<file path="config.mk">
export PLATFORM = sky130hd
export DESIGN_NAME = audio_mix_top
export DESIGN_NICKNAME = d
export VERILOG_FILES = /design/src/audio_pkg.sv /design/src/mix_src_if.sv /design/src/audio_mix_top.sv /design/src/audio_compress.sv /design/src/audio_sum.sv /design/src/audio_attenuate.sv
export SDC_FILE = /design/constraint.sdc
export NUM_CORES = 1
export LEC_CHECK = 0
export ABC_AREA = 1
export BUFFER_PORTS_ARGS = -buffer_cell sky130_fd_sc_hd__buf_2
export CORE_ASPECT_RATIO = 1.5
export CORE_MARGIN = 2
export CORE_UTILIZATION = 61
export CTS_CLUSTER_DIAMETER = 100
export CTS_CLUSTER_SIZE = 30
export DETAILED_ROUTE_END_ITERATION = 8
export GPL_ROUTABILITY_DRIVEN = 0
export HOLD_SLACK_MARGIN = 0.08
export PLACE_DENSITY = 0.81
export SLEW_MARGIN = 15
export SYNTH_ARGS = -nofsm -noshare
export SYNTH_HDL_FRONTEND = slang
export SYNTH_SLANG_ARGS = --single-unit
</file>
<file path="constraint.sdc">
create_clock -name clk_sys -period 5.4 [get_ports clk_sys]
set_clock_uncertainty 0.05 [all_clocks]
set_input_delay 0.27 -clock clk_sys [delete_from_list [all_inputs] [get_ports clk_sys]]
set_output_delay 0.27 -clock clk_sys [all_outputs]
set_load 0.02 [all_outputs]
</file>
<file path="src/audio_pkg.sv">
////////////////////////////////////////////////////////////
// Shared widths, sample types and compressor constants for
// the audio mixing pipeline. Every stage refers to these by
// scoped name, so the sample format is changed here alone.
////////////////////////////////////////////////////////////

package audio_pkg;

	////////////////////   Sample format   ////////////////////

	localparam int sample_w = 16;	// One audio sample
	localparam int sum_w    = 18;	// Mixing accumulator, two guard bits

	typedef logic signed [sample_w-1:0] sample_t;
	typedef logic signed [sum_w-1:0]    sum_t;

	////////////////////   Master boost   /////////////////////

	// Compressor mode, value 3 is not a legal setting
	typedef enum logic [1:0] {
		comp_off = 2'd0,
		comp_2x  = 2'd1,
		comp_4x  = 2'd2
	} comp_mode_t;

	// The knee is picked so that the gain line below it and the
	// flattened line above it meet, and full scale input lands
	// just under full scale output:
	//   knee = 32767 * (fall - 1) / (fall * gain - 1) + 1
	//   base = knee * gain

	// 2x mode
	localparam logic [15:0] knee_2x = 16'd14044;
	localparam logic [3:0]  gain_2x = 4'd2;
	localparam logic [3:0]  fall_2x = 4'd4;	// Slope 1/4 above knee
	localparam logic [15:0] base_2x = 16'd28088;

	// 4x mode
	localparam logic [15:0] knee_4x = 16'd7400;
	localparam logic [3:0]  gain_4x = 4'd4;
	localparam logic [3:0]  fall_4x = 4'd8;	// Slope 1/8 above knee
	localparam logic [15:0] base_4x = 16'd29600;

endpackage
</file>
<file path="src/mix_src_if.sv">
////////////////////////////////////////////////////////////
// Attenuated source samples passed from the input stage to
// the summing stage. valid is high for one cycle per sample
// and the data fields only mean something in that cycle.
////////////////////////////////////////////////////////////

`timescale 1ns/1ns

interface mix_src_if;

	logic               valid;
	audio_pkg::sample_t cdda_l;	// CD audio, unchanged
	audio_pkg::sample_t cdda_r;
	audio_pkg::sample_t psg_l;	// Tone generator, attenuated
	audio_pkg::sample_t psg_r;
	audio_pkg::sample_t adpcm;	// Mono, attenuated

	// Stage 1 side
	modport source (
		output valid, cdda_l, cdda_r, psg_l, psg_r, adpcm
	);

	// Stage 2 side
	modport sink (
		input valid, cdda_l, cdda_r, psg_l, psg_r, adpcm
	);

endinterface

</file>
<file path="src/audio_mix_top.sv">
////////////////////////////////////////////////////////////
// Top of the audio output path. Four register stages from
// sample_valid to audio_valid, one new sample accepted per
// clock. cd_boost and comp_mode must stay put while samples
// are in flight.
////////////////////////////////////////////////////////////

`timescale 1ns/1ns

module audio_mix_top (
	input  logic                  clk_sys,
	input  logic                  reset,
	input  logic                  sample_valid,
	input  audio_pkg::sample_t    cdda_l,
	input  audio_pkg::sample_t    cdda_r,
	input  audio_pkg::sample_t    psg_l,
	input  audio_pkg::sample_t    psg_r,
	input  audio_pkg::sample_t    adpcm,
	input  logic                  cd_boost,
	input  audio_pkg::comp_mode_t comp_mode,
	output audio_pkg::sample_t    audio_l,
	output audio_pkg::sample_t    audio_r,
	output logic                  audio_valid
);

	mix_src_if mix_src ();	// Stage 1 to stage 2

	audio_pkg::sample_t sum_l;	// Stage 3 to stage 4
	audio_pkg::sample_t sum_r;
	logic               sum_valid;

	// Stage 1
	audio_attenuate u_attenuate (
		.clk_sys      (clk_sys),
		.reset        (reset),
		.sample_valid (sample_valid),
		.cdda_l       (cdda_l),
		.cdda_r       (cdda_r),
		.psg_l        (psg_l),
		.psg_r        (psg_r),
		.adpcm        (adpcm),
		.src          (mix_src)
	);

	// Stages 2 and 3
	audio_sum u_sum (
		.clk_sys   (clk_sys),
		.reset     (reset),
		.cd_boost  (cd_boost),
		.src       (mix_src),
		.sum_l     (sum_l),
		.sum_r     (sum_r),
		.sum_valid (sum_valid)
	);

	// Stage 4
	audio_compress u_compress (
		.clk_sys     (clk_sys),
		.reset       (reset),
		.comp_mode   (comp_mode),
		.sum_l       (sum_l),
		.sum_r       (sum_r),
		.sum_valid   (sum_valid),
		.audio_l     (audio_l),
		.audio_r     (audio_r),
		.audio_valid (audio_valid)
	);

endmodule

</file>
<file path="src/audio_compress.sv">
////////////////////////////////////////////////////////////
// Pipeline stage 4, the master boost. A soft-knee curve
// lifts quiet samples by 2x or 4x and flattens loud ones so
// full scale still fits in 16 bits. Off passes samples on.
////////////////////////////////////////////////////////////

`timescale 1ns/1ns

module audio_compress (
	input  logic                  clk_sys,
	input  logic                  reset,
	input  audio_pkg::comp_mode_t comp_mode,
	input  audio_pkg::sample_t    sum_l,
	input  audio_pkg::sample_t    sum_r,
	input  logic                  sum_valid,
	output audio_pkg::sample_t    audio_l,
	output audio_pkg::sample_t    audio_r,
	output logic                  audio_valid
);

	// Curve on the magnitude, unsigned 16-bit arithmetic
	function automatic logic [15:0] knee_curve(
		input logic [15:0] v,
		input logic [15:0] knee,
		input logic [3:0]  gain,
		input logic [3:0]  fall,
		input logic [15:0] base
	);
		if (v < knee) begin
			return v * gain;
		end
		return ((v - knee) / fall) + base;
	endfunction

	// Magnitude in, sign restored on the way out
	function automatic audio_pkg::sample_t compr(
		input audio_pkg::sample_t    s,
		input audio_pkg::comp_mode_t mode
	);
		logic [15:0] raw;
		logic [15:0] v;
		logic [15:0] r;
		raw = s;
		v   = raw[15] ? (~raw + 16'd1) : raw;	// 0x8000 stays 0x8000
		if (mode == audio_pkg::comp_4x) begin
			r = knee_curve(v, audio_pkg::knee_4x, audio_pkg::gain_4x,
				audio_pkg::fall_4x, audio_pkg::base_4x);
		end else begin
			r = knee_curve(v, audio_pkg::knee_2x, audio_pkg::gain_2x,
				audio_pkg::fall_2x, audio_pkg::base_2x);
		end
		return raw[15] ? ~(r - 16'd1) : r;
	endfunction

	always_ff @(posedge clk_sys) begin
		if (reset) begin
			audio_l     <= '0;
			audio_r     <= '0;
			audio_valid <= 1'b0;
		end else begin
			audio_valid <= sum_valid;
			if (sum_valid) begin	// Hold last sample between strobes
				if (comp_mode == audio_pkg::comp_off) begin
					audio_l <= sum_l;
					audio_r <= sum_r;
				end else begin
					audio_l <= compr(sum_l, comp_mode);
					audio_r <= compr(sum_r, comp_mode);
				end
			end
		end
	end

	////////////////////   Checks   ///////////////////////////

	// Mode comes from the top level and must be a real setting
	a_mode_legal: assert property (
		@(posedge clk_sys) disable iff (reset)
		sum_valid |-> comp_mode inside {audio_pkg::comp_off, audio_pkg::comp_2x,
			audio_pkg::comp_4x}
	) else $error("comp_mode holds an illegal value while a sample is in stage 4");

endmodule

</file>
<file path="src/audio_sum.sv">
////////////////////////////////////////////////////////////
// Pipeline stages 2 and 3. Adds the sources into 18-bit
// left and right values with optional CD doubling, then
// scales for headroom and keeps the top 16 bits.
////////////////////////////////////////////////////////////

`timescale 1ns/1ns

module audio_sum (
	input  logic               clk_sys,
	input  logic               reset,
	input  logic               cd_boost,
	mix_src_if.sink            src,
	output audio_pkg::sample_t sum_l,
	output audio_pkg::sample_t sum_r,
	output logic               sum_valid
);

	audio_pkg::sum_t pre_l;	// Raw source sum
	audio_pkg::sum_t pre_r;
	logic            pre_valid;

	audio_pkg::sum_t mix_l;	// After headroom scaling
	audio_pkg::sum_t mix_r;

	// Sign extension into the accumulator
	function automatic audio_pkg::sum_t ext(input audio_pkg::sample_t s);
		return audio_pkg::sum_t'(s);
	endfunction

	// Source sum for one channel, wraps at 18 bits
	function automatic audio_pkg::sum_t mix_sum(
		input audio_pkg::sample_t cd,
		input audio_pkg::sample_t psg,
		input audio_pkg::sample_t adp,
		input logic               boost
	);
		audio_pkg::sum_t cd_twice;
		cd_twice = boost ? ext(cd) : '0;
		return ext(cd) + cd_twice + ext(psg) + ext(adp);
	endfunction

	// 5/4 scaling, skipped when CD audio is already doubled
	function automatic audio_pkg::sum_t headroom(
		input audio_pkg::sum_t v,
		input logic            boost
	);
		return boost ? v : v + (v >>> 2);
	endfunction

	////////////////////   Valid pipe   ///////////////////////

	always_ff @(posedge clk_sys) begin
		if (reset) begin
			pre_valid <= 1'b0;
			sum_valid <= 1'b0;
		end else begin
			pre_valid <= src.valid;
			sum_valid <= pre_valid;
		end
	end

	////////////////////   Data pipe   ////////////////////////

	// Stage 2, ADPCM is mono and goes to both sides
	always_ff @(posedge clk_sys) begin
		pre_l <= mix_sum(src.cdda_l, src.psg_l, src.adpcm, cd_boost);
		pre_r <= mix_sum(src.cdda_r, src.psg_r, src.adpcm, cd_boost);
	end

	// Stage 3
	always_ff @(posedge clk_sys) begin
		mix_l <= headroom(pre_l, cd_boost);
		mix_r <= headroom(pre_r, cd_boost);
	end

	// Drop the two guard bits
	assign sum_l = mix_l[audio_pkg::sum_w-1 -: audio_pkg::sample_w];
	assign sum_r = mix_r[audio_pkg::sum_w-1 -: audio_pkg::sample_w];

	////////////////////   Checks   ///////////////////////////

	// Every stage 1 sample leaves here two cycles later, no more no less
	a_sum_latency: assert property (
		@(posedge clk_sys) disable iff (reset)
		sum_valid == $past(src.valid, 2)
	) else $error("sum_valid does not follow stage 1 valid by two cycles");

endmodule

</file>
<file path="src/audio_attenuate.sv">
////////////////////////////////////////////////////////////
// Pipeline stage 1. Registers the CD samples as they are and
// scales the PSG and ADPCM samples down by fixed shift-add
// weights before they reach the mixer.
////////////////////////////////////////////////////////////

`timescale 1ns/1ns

module audio_attenuate (
	input  logic               clk_sys,
	input  logic               reset,
	input  logic               sample_valid,
	input  audio_pkg::sample_t cdda_l,
	input  audio_pkg::sample_t cdda_r,
	input  audio_pkg::sample_t psg_l,
	input  audio_pkg::sample_t psg_r,
	input  audio_pkg::sample_t adpcm,
	mix_src_if.source          src
);

	// PSG weight 1/2 + 1/4 + 1/16 = 13/16
	function automatic audio_pkg::sample_t atten_psg(input audio_pkg::sample_t s);
		return (s >>> 1) + (s >>> 2) + (s >>> 4);
	endfunction

	// ADPCM weight 1/2 + 1/4 + 1/8 = 7/8
	function automatic audio_pkg::sample_t atten_adpcm(input audio_pkg::sample_t s);
		return (s >>> 1) + (s >>> 2) + (s >>> 3);
	endfunction

	always_ff @(posedge clk_sys) begin
		if (reset) begin
			src.valid <= 1'b0;
		end else begin
			src.valid <= sample_valid;
		end
	end

	// Payload follows the strobe
	always_ff @(posedge clk_sys) begin
		src.cdda_l <= cdda_l;
		src.cdda_r <= cdda_r;
		src.psg_l  <= atten_psg(psg_l);
		src.psg_r  <= atten_psg(psg_r);
		src.adpcm  <= atten_adpcm(adpcm);
	end

	////////////////////   Checks   ///////////////////////////

	// Downstream stages count on a clean strobe once out of reset
	a_valid_known: assert property (
		@(posedge clk_sys) disable iff (reset)
		!$isunknown(src.valid)
	) else $error("Stage 1 valid is unknown after reset");

endmodule

</file>
# After elaboration in Yosys (flattened, before gate mapping)
# Index checks and enable logic that the tools add are counted.
[totals]
ff_bits = 188
inputBits = 86
out_inout_bits = 33
elab_cells = 97
[classes]
n_addsub = 26
n_lt_le_gt_ge = 4
eq_ne = 1
n_mux = 46
n_bitwise = 4
reduce_logical = 1
[ops]
columns = ["cell", "n"]
rows = [
  ["$mux W16", 22],
  ["$add A18 B16 Y18", 6],
  ["$mux W18", 4],
  ["$not A16 Y16", 4],
  ["$add A15 B14 Y16", 3],
  ["$add A16 B18 Y18", 2],
  ["$add A13 B15 Y16 const B", 2],
  ["$add A14 B15 Y16 const B", 2],
  ["$add A16 B1 Y16 const B", 2],
  ["$add A16 B12 Y16", 2],
  ["$lt A16 B13 Y1 const B", 2],
  ["$lt A16 B14 Y1 const B", 2],
  ["$sub A16 B1 Y16 const B", 2],
  ["$sub A16 B13 Y16 const B", 2],
  ["$sub A16 B14 Y16 const B", 2],
  ["$mux W1", 20],
  ["$add A16 B13 Y16", 1],
  ["$eq A2 B2 Y1 const B", 1],
  ["$logic_not A2 Y1", 1],
]

# Depth between registers and ports, before layout
[depth]
depth_word = 18
ltp_mapped = 31
depth_no_buf = 31

# Modules after synthesis
# Synthesis repeated with hierarchy kept, for this count alone.
[unflattened]
hier_cells = 2799
area_unflattened_um2 = 18343.8
[by_module_without_submodules]
columns = ["module", "instances", "cells_per_inst", "area_per_inst_um2", "seq_area_each_um2"]
rows = [
  ["audio_sum", 1, 1008, 7141.8, 1401.3],
  ["audio_compress", 1, 1201, 6391.1, 660.6],
  ["audio_attenuate", 1, 590, 4810.9, 1621.6],
]

# Worst setup path after synthesis
# No wires, ideal clock.
[synth_timing]
kind = "input to register"
from = "input cd_boost"
to = "register u_sum.pre_l[17]"
setup_ns = 0.122
t_arrival_ns = 3.782
required_time_ns = 5.228
slack_ns = 1.447
stages = 25
path_buffers = 2
path_cell_list = "clkbuf_1 -> clkbuf_1 -> nand2_1 -> inv_1 -> fa_1 -> ha_1 -> inv_1 -> fa_1 -> nand3b_1 -> and2_1 -> inv_1 -> a21oi_1 -> o21ai_0 -> nand2_1 -> nand2_1 -> a21oi_1 -> o21ai_0 -> nand3_1 -> nand2_1 -> a21oi_1 -> o21bai_1 -> nand2_1 -> a21oi_1 -> nor2_1 -> xor2_1"
[synth_between]
elab_chain_len = 4
[synth_lines]
columns = ["item", "line", "source"]
rows = [
  ["start: declaration", "audio_mix_top.sv:19", "input logic cd_boost,"],
  ["$mux W18", "audio_sum.sv:39", "cd_twice = boost ? ext(cd) : '0;"],
  ["$add A16 B18 Y18", "audio_sum.sv:40", "return ext(cd) + cd_twice + ext(psg) + ext(adp);"],
  ["$add A18 B16 Y18 (2 in a row)", "audio_sum.sv:40", ""],
  ["end signal: assignment", "audio_sum.sv:67", "pre_l <= mix_sum(src.cdda_l, src.psg_l, src.adpcm, cd_boost);"],
  ["end: declaration", "audio_sum.sv:19", "audio_pkg::sum_t pre_l;"],
]
# No other way between the ends.
# A chain may end at the register's enable or synchronous reset.

# Final worst setup path
[layout_timing]
from = "register u_attenuate.src.adpcm[1]"
to = "register u_sum.pre_l[17]"
[layout_between]
elab_chain_len = 1
[layout_lines]
columns = ["item", "line", "source"]
rows = [
  ["start: declaration", "mix_src_if.sv:20", "output valid, cdda_l, cdda_r, psg_l, psg_r, adpcm"],
  ["$add A18 B16 Y18", "audio_sum.sv:40", ""],
]
# No other way between the ends.

==> results.cfg <==
[timing]
period_share_pct = 82.9
hold_violations = 0
setup_viol = 0
max_slew_margin_pct = 36.9
fmax_mhz = 224
layout_setup_ws_ps = 926
rsz0062_at_grt = false
worst_pin_slew_ps = 946
finalSetupTns_ps = 0
fin_crit_ps = 4470
drv_slew = 0

[die]
fp.dieW_um = 136
fp.dieH_um = 202
io_pins = 119
rows = 72
core_area_um2 = 25800
start_util_pct = 61.8
die_area_um2 = 27400

[clock_network]
clkTransAtPathRegs_ps = 70
root_buffer = clkbuf_16
cts_resized = 0
cts_tree = yes
clkSinkCount = 184
worstSkewPairLatency_ps = 460
cts_buffer_depth = 2
h-tree-depth = 4
numCtsBuffers = 17

[setup_path]
cp_cell_sequence = fa_1 > fa_1 > ha_1 > inv_1 > fa_1 > nand3b_1 > and2_1 > inv_1 > a21oi_1 > o21ai_0 > nand2_1 > nand2_1 > a21oi_1 > o21ai_0 > nand3_1 > nand2_1 > a21oi_1 > o21bai_1 > nand2_1 > a21oi_1 > nor2_1 > xor2_1
cp.arrival_ps = 4770
start_kind = register
critPathMaxFanout = 2
critical-path-max-stage-delay_ps = 500
reg2reg_from = u_attenuate.src.adpcm[1]$_DFF_P_
critPathSlowestCell = fa_1
path_buf_inv = 2
worstSetupPathType = reg2reg
end_kind = register
critical_path.top_delay_family = adder cells
required_ps = 5690
critPathLaunch = u_attenuate.src.adpcm[1]$_DFF_P_

[routing]
via_count = 14904
dr.pass1.iters = 8
drt_iter0_drc = 960
wirelength_um = 39000
vias_per_cell = 5.57
drc = 0
wl_per_cell_um = 14.6
ant_nets = 0

[yosys]
synth_top_area_share_pct = 23.1
yosys-top-cells-area = dfxtp_1 23%, nand2_1 15%, fa_1 14%, ha_1 9.4%, nand3_1 7.0%
ys_seq_area_share_pct = 23.1
ys.flop_type = dfxtp_1
yosys.area.top_type = dfxtp_1
synth_fp_nets = 2517
synth-edff-count = 0
synth.avg_cell_area_um2 = 7.22
ys_ff_latch = 184
ys_warn_count = 0
synth.cell_area_um2 = 15900
ys_types = 47
async_reset_ff_share_pct = 0
synthCells = 2204

[cells_and_area]
fin_area_um2 = 17600
final_nets = 2640
final_common_cell = nand2_1
fillers = 2148
postLayoutCoreUtil_pct = 68.3
area_delta_synth_final_pct = 10.5
layout-drive-gt1-share_pct = 12.1
layout_common_cells = 639 x nand2_1, 245 x inv_1, 222 x nand3_1

[grt]
use_met1_pct = 31.0
grt_max_degree = 58
grt_usage_pct = 29.7
grt_use_met2_pct = 55.0
grt_pass1_vias = 14814
antenna_found_initial = 1
top_usage_layer = met2
grt_pass1_wl_um = 66000
grt_util_met3_pct = 4.44
grt_overflow_total = 0

[run]
max-cap-violations = 0

[placement]
hpwl_um = 30200
dpl_cell_area_um2 = 16700
portBuffers = 115
post-place-ws_ps = 995

[min_path]
hp-start = psg_r[1]
hold_path_class = in2reg

[status]
status = finished, final reports clean
==> routing by layer <==
layer / wire [um] / part of all wire (%) / up-vias
met5: 0 / 0 / -
li1: - / - / 7338
met4: 2140 / 5.5 / 0
met2: 20500 / 52 / 549
met1: 14500 / 37 / 6854
met3: 1960 / 5.0 / 163
==> sequential cells by signal (all words and copies together) (netlist names) <==
name / cells
u_sum.pre_valid: 1
u_compress.audio_r: 16
u_attenuate.src.cdda_l: 16
u_sum.sum_valid: 1
u_sum.pre_l: 18
u_sum.mix_l: 16
u_attenuate.src.cdda_r: 16
u_sum.mix_r: 16
u_sum.pre_r: 18
u_compress.audio_valid: 1
u_attenuate.src.psg_r: 16
u_compress.audio_l: 16
u_attenuate.src.valid: 1
u_attenuate.src.psg_l: 16
u_attenuate.src.adpcm: 16
==> cells in the mapped netlist, types with 3 or more instances <==
| cell type | count |
|---|---|
| xor2_1 | 59 |
| nand2_1 | 639 |
| xnor2_1 | 28 |
| buf_2 | 11 |
| buf_6 | 10 |
| o211ai_1 | 15 |
| nand3_1 | 222 |
| a211oi_1 | 3 |
| o21ai_0 | 68 |
| ha_1 | 119 |
| clkinv_1 | 3 |
| nand3_4 | 5 |
| o221ai_1 | 3 |
| a21oi_1 | 122 |
| o21bai_1 | 16 |
| nand3_2 | 20 |
| fa_1 | 108 |
| nor2_1 | 118 |
| o31ai_1 | 5 |
| and2_1 | 4 |
| nand2_2 | 38 |
| o21ai_1 | 19 |
| dfxtp_1 | 184 |
| o21ai_2 | 3 |
| inv_2 | 32 |
| buf_1 | 6 |
| nor2_4 | 5 |
| buf_4 | 5 |
| nand4_1 | 26 |
| inv_1 | 245 |
| nand2_4 | 6 |
| nor2_2 | 8 |
| a21oi_2 | 4 |
| or2_2 | 3 |
| clkbuf_1 | 23 |
==> metrics by stage <==
step	hold WS [ps]	instances
finish	154	2674
global route	158	2674
CTS	139	2673
detailed placement	324	2605
global placement	323	2605
floorplan	248	2204
==> final cells by class <==
type	count	area [um2]	area share, %
tap	333	417	2.37
sequential	184	3680	20.9
multi-input combinational	1685	10900	61.8
timing repair buffer	159	996	5.66
inverter	280	1050	5.97
clock inverter	13	128	0.725
antenna	1	2.50	0.0142
clock buffer	19	443	2.52
==> repair_timing <==
action,CTS,global route
hold endpoints to repair,36,0
hold buffers,36,0
setup buffers,0,0
==> logic make-up (layout without fill, tap and decap cells) <==
logic type	after synthesis	after routing	share of synthesized area [%]
AOI/OAI and AO/OA	267	267	9.56
xor gates and xnor gates	87	87	4.79
adders and majority gates	227	227	22.9
buffers and inverters	335	471	8.57
DFF	184	184	23.1
other	0	1	0
and+or+nand+nor	1104	1104	31.0
==> path summary, 6_finish.rpt <==
path	cells past startpoint	end	slack (ps)
setup / recovery	22	u_sum.pre_l[17]$_DFF_P_	930
hold / removal	4	u_attenuate.src.psg_r[0]$_DFF_P_	150
setup reg to reg	22	u_sum.pre_l[17]$_DFF_P_	930
hold reg to reg	2	u_sum.pre_valid$_SDFF_PP0_	350
==> tightest hold or removal path, cell delays in order <==
cell and delay (ps):
buf_2 90, inv_1 70, fa_1 160, inv_1 30
Power is left out: the tool's default activity adds up to more than one toggle a clock period on the data nets, which glitch-free logic cannot reach.
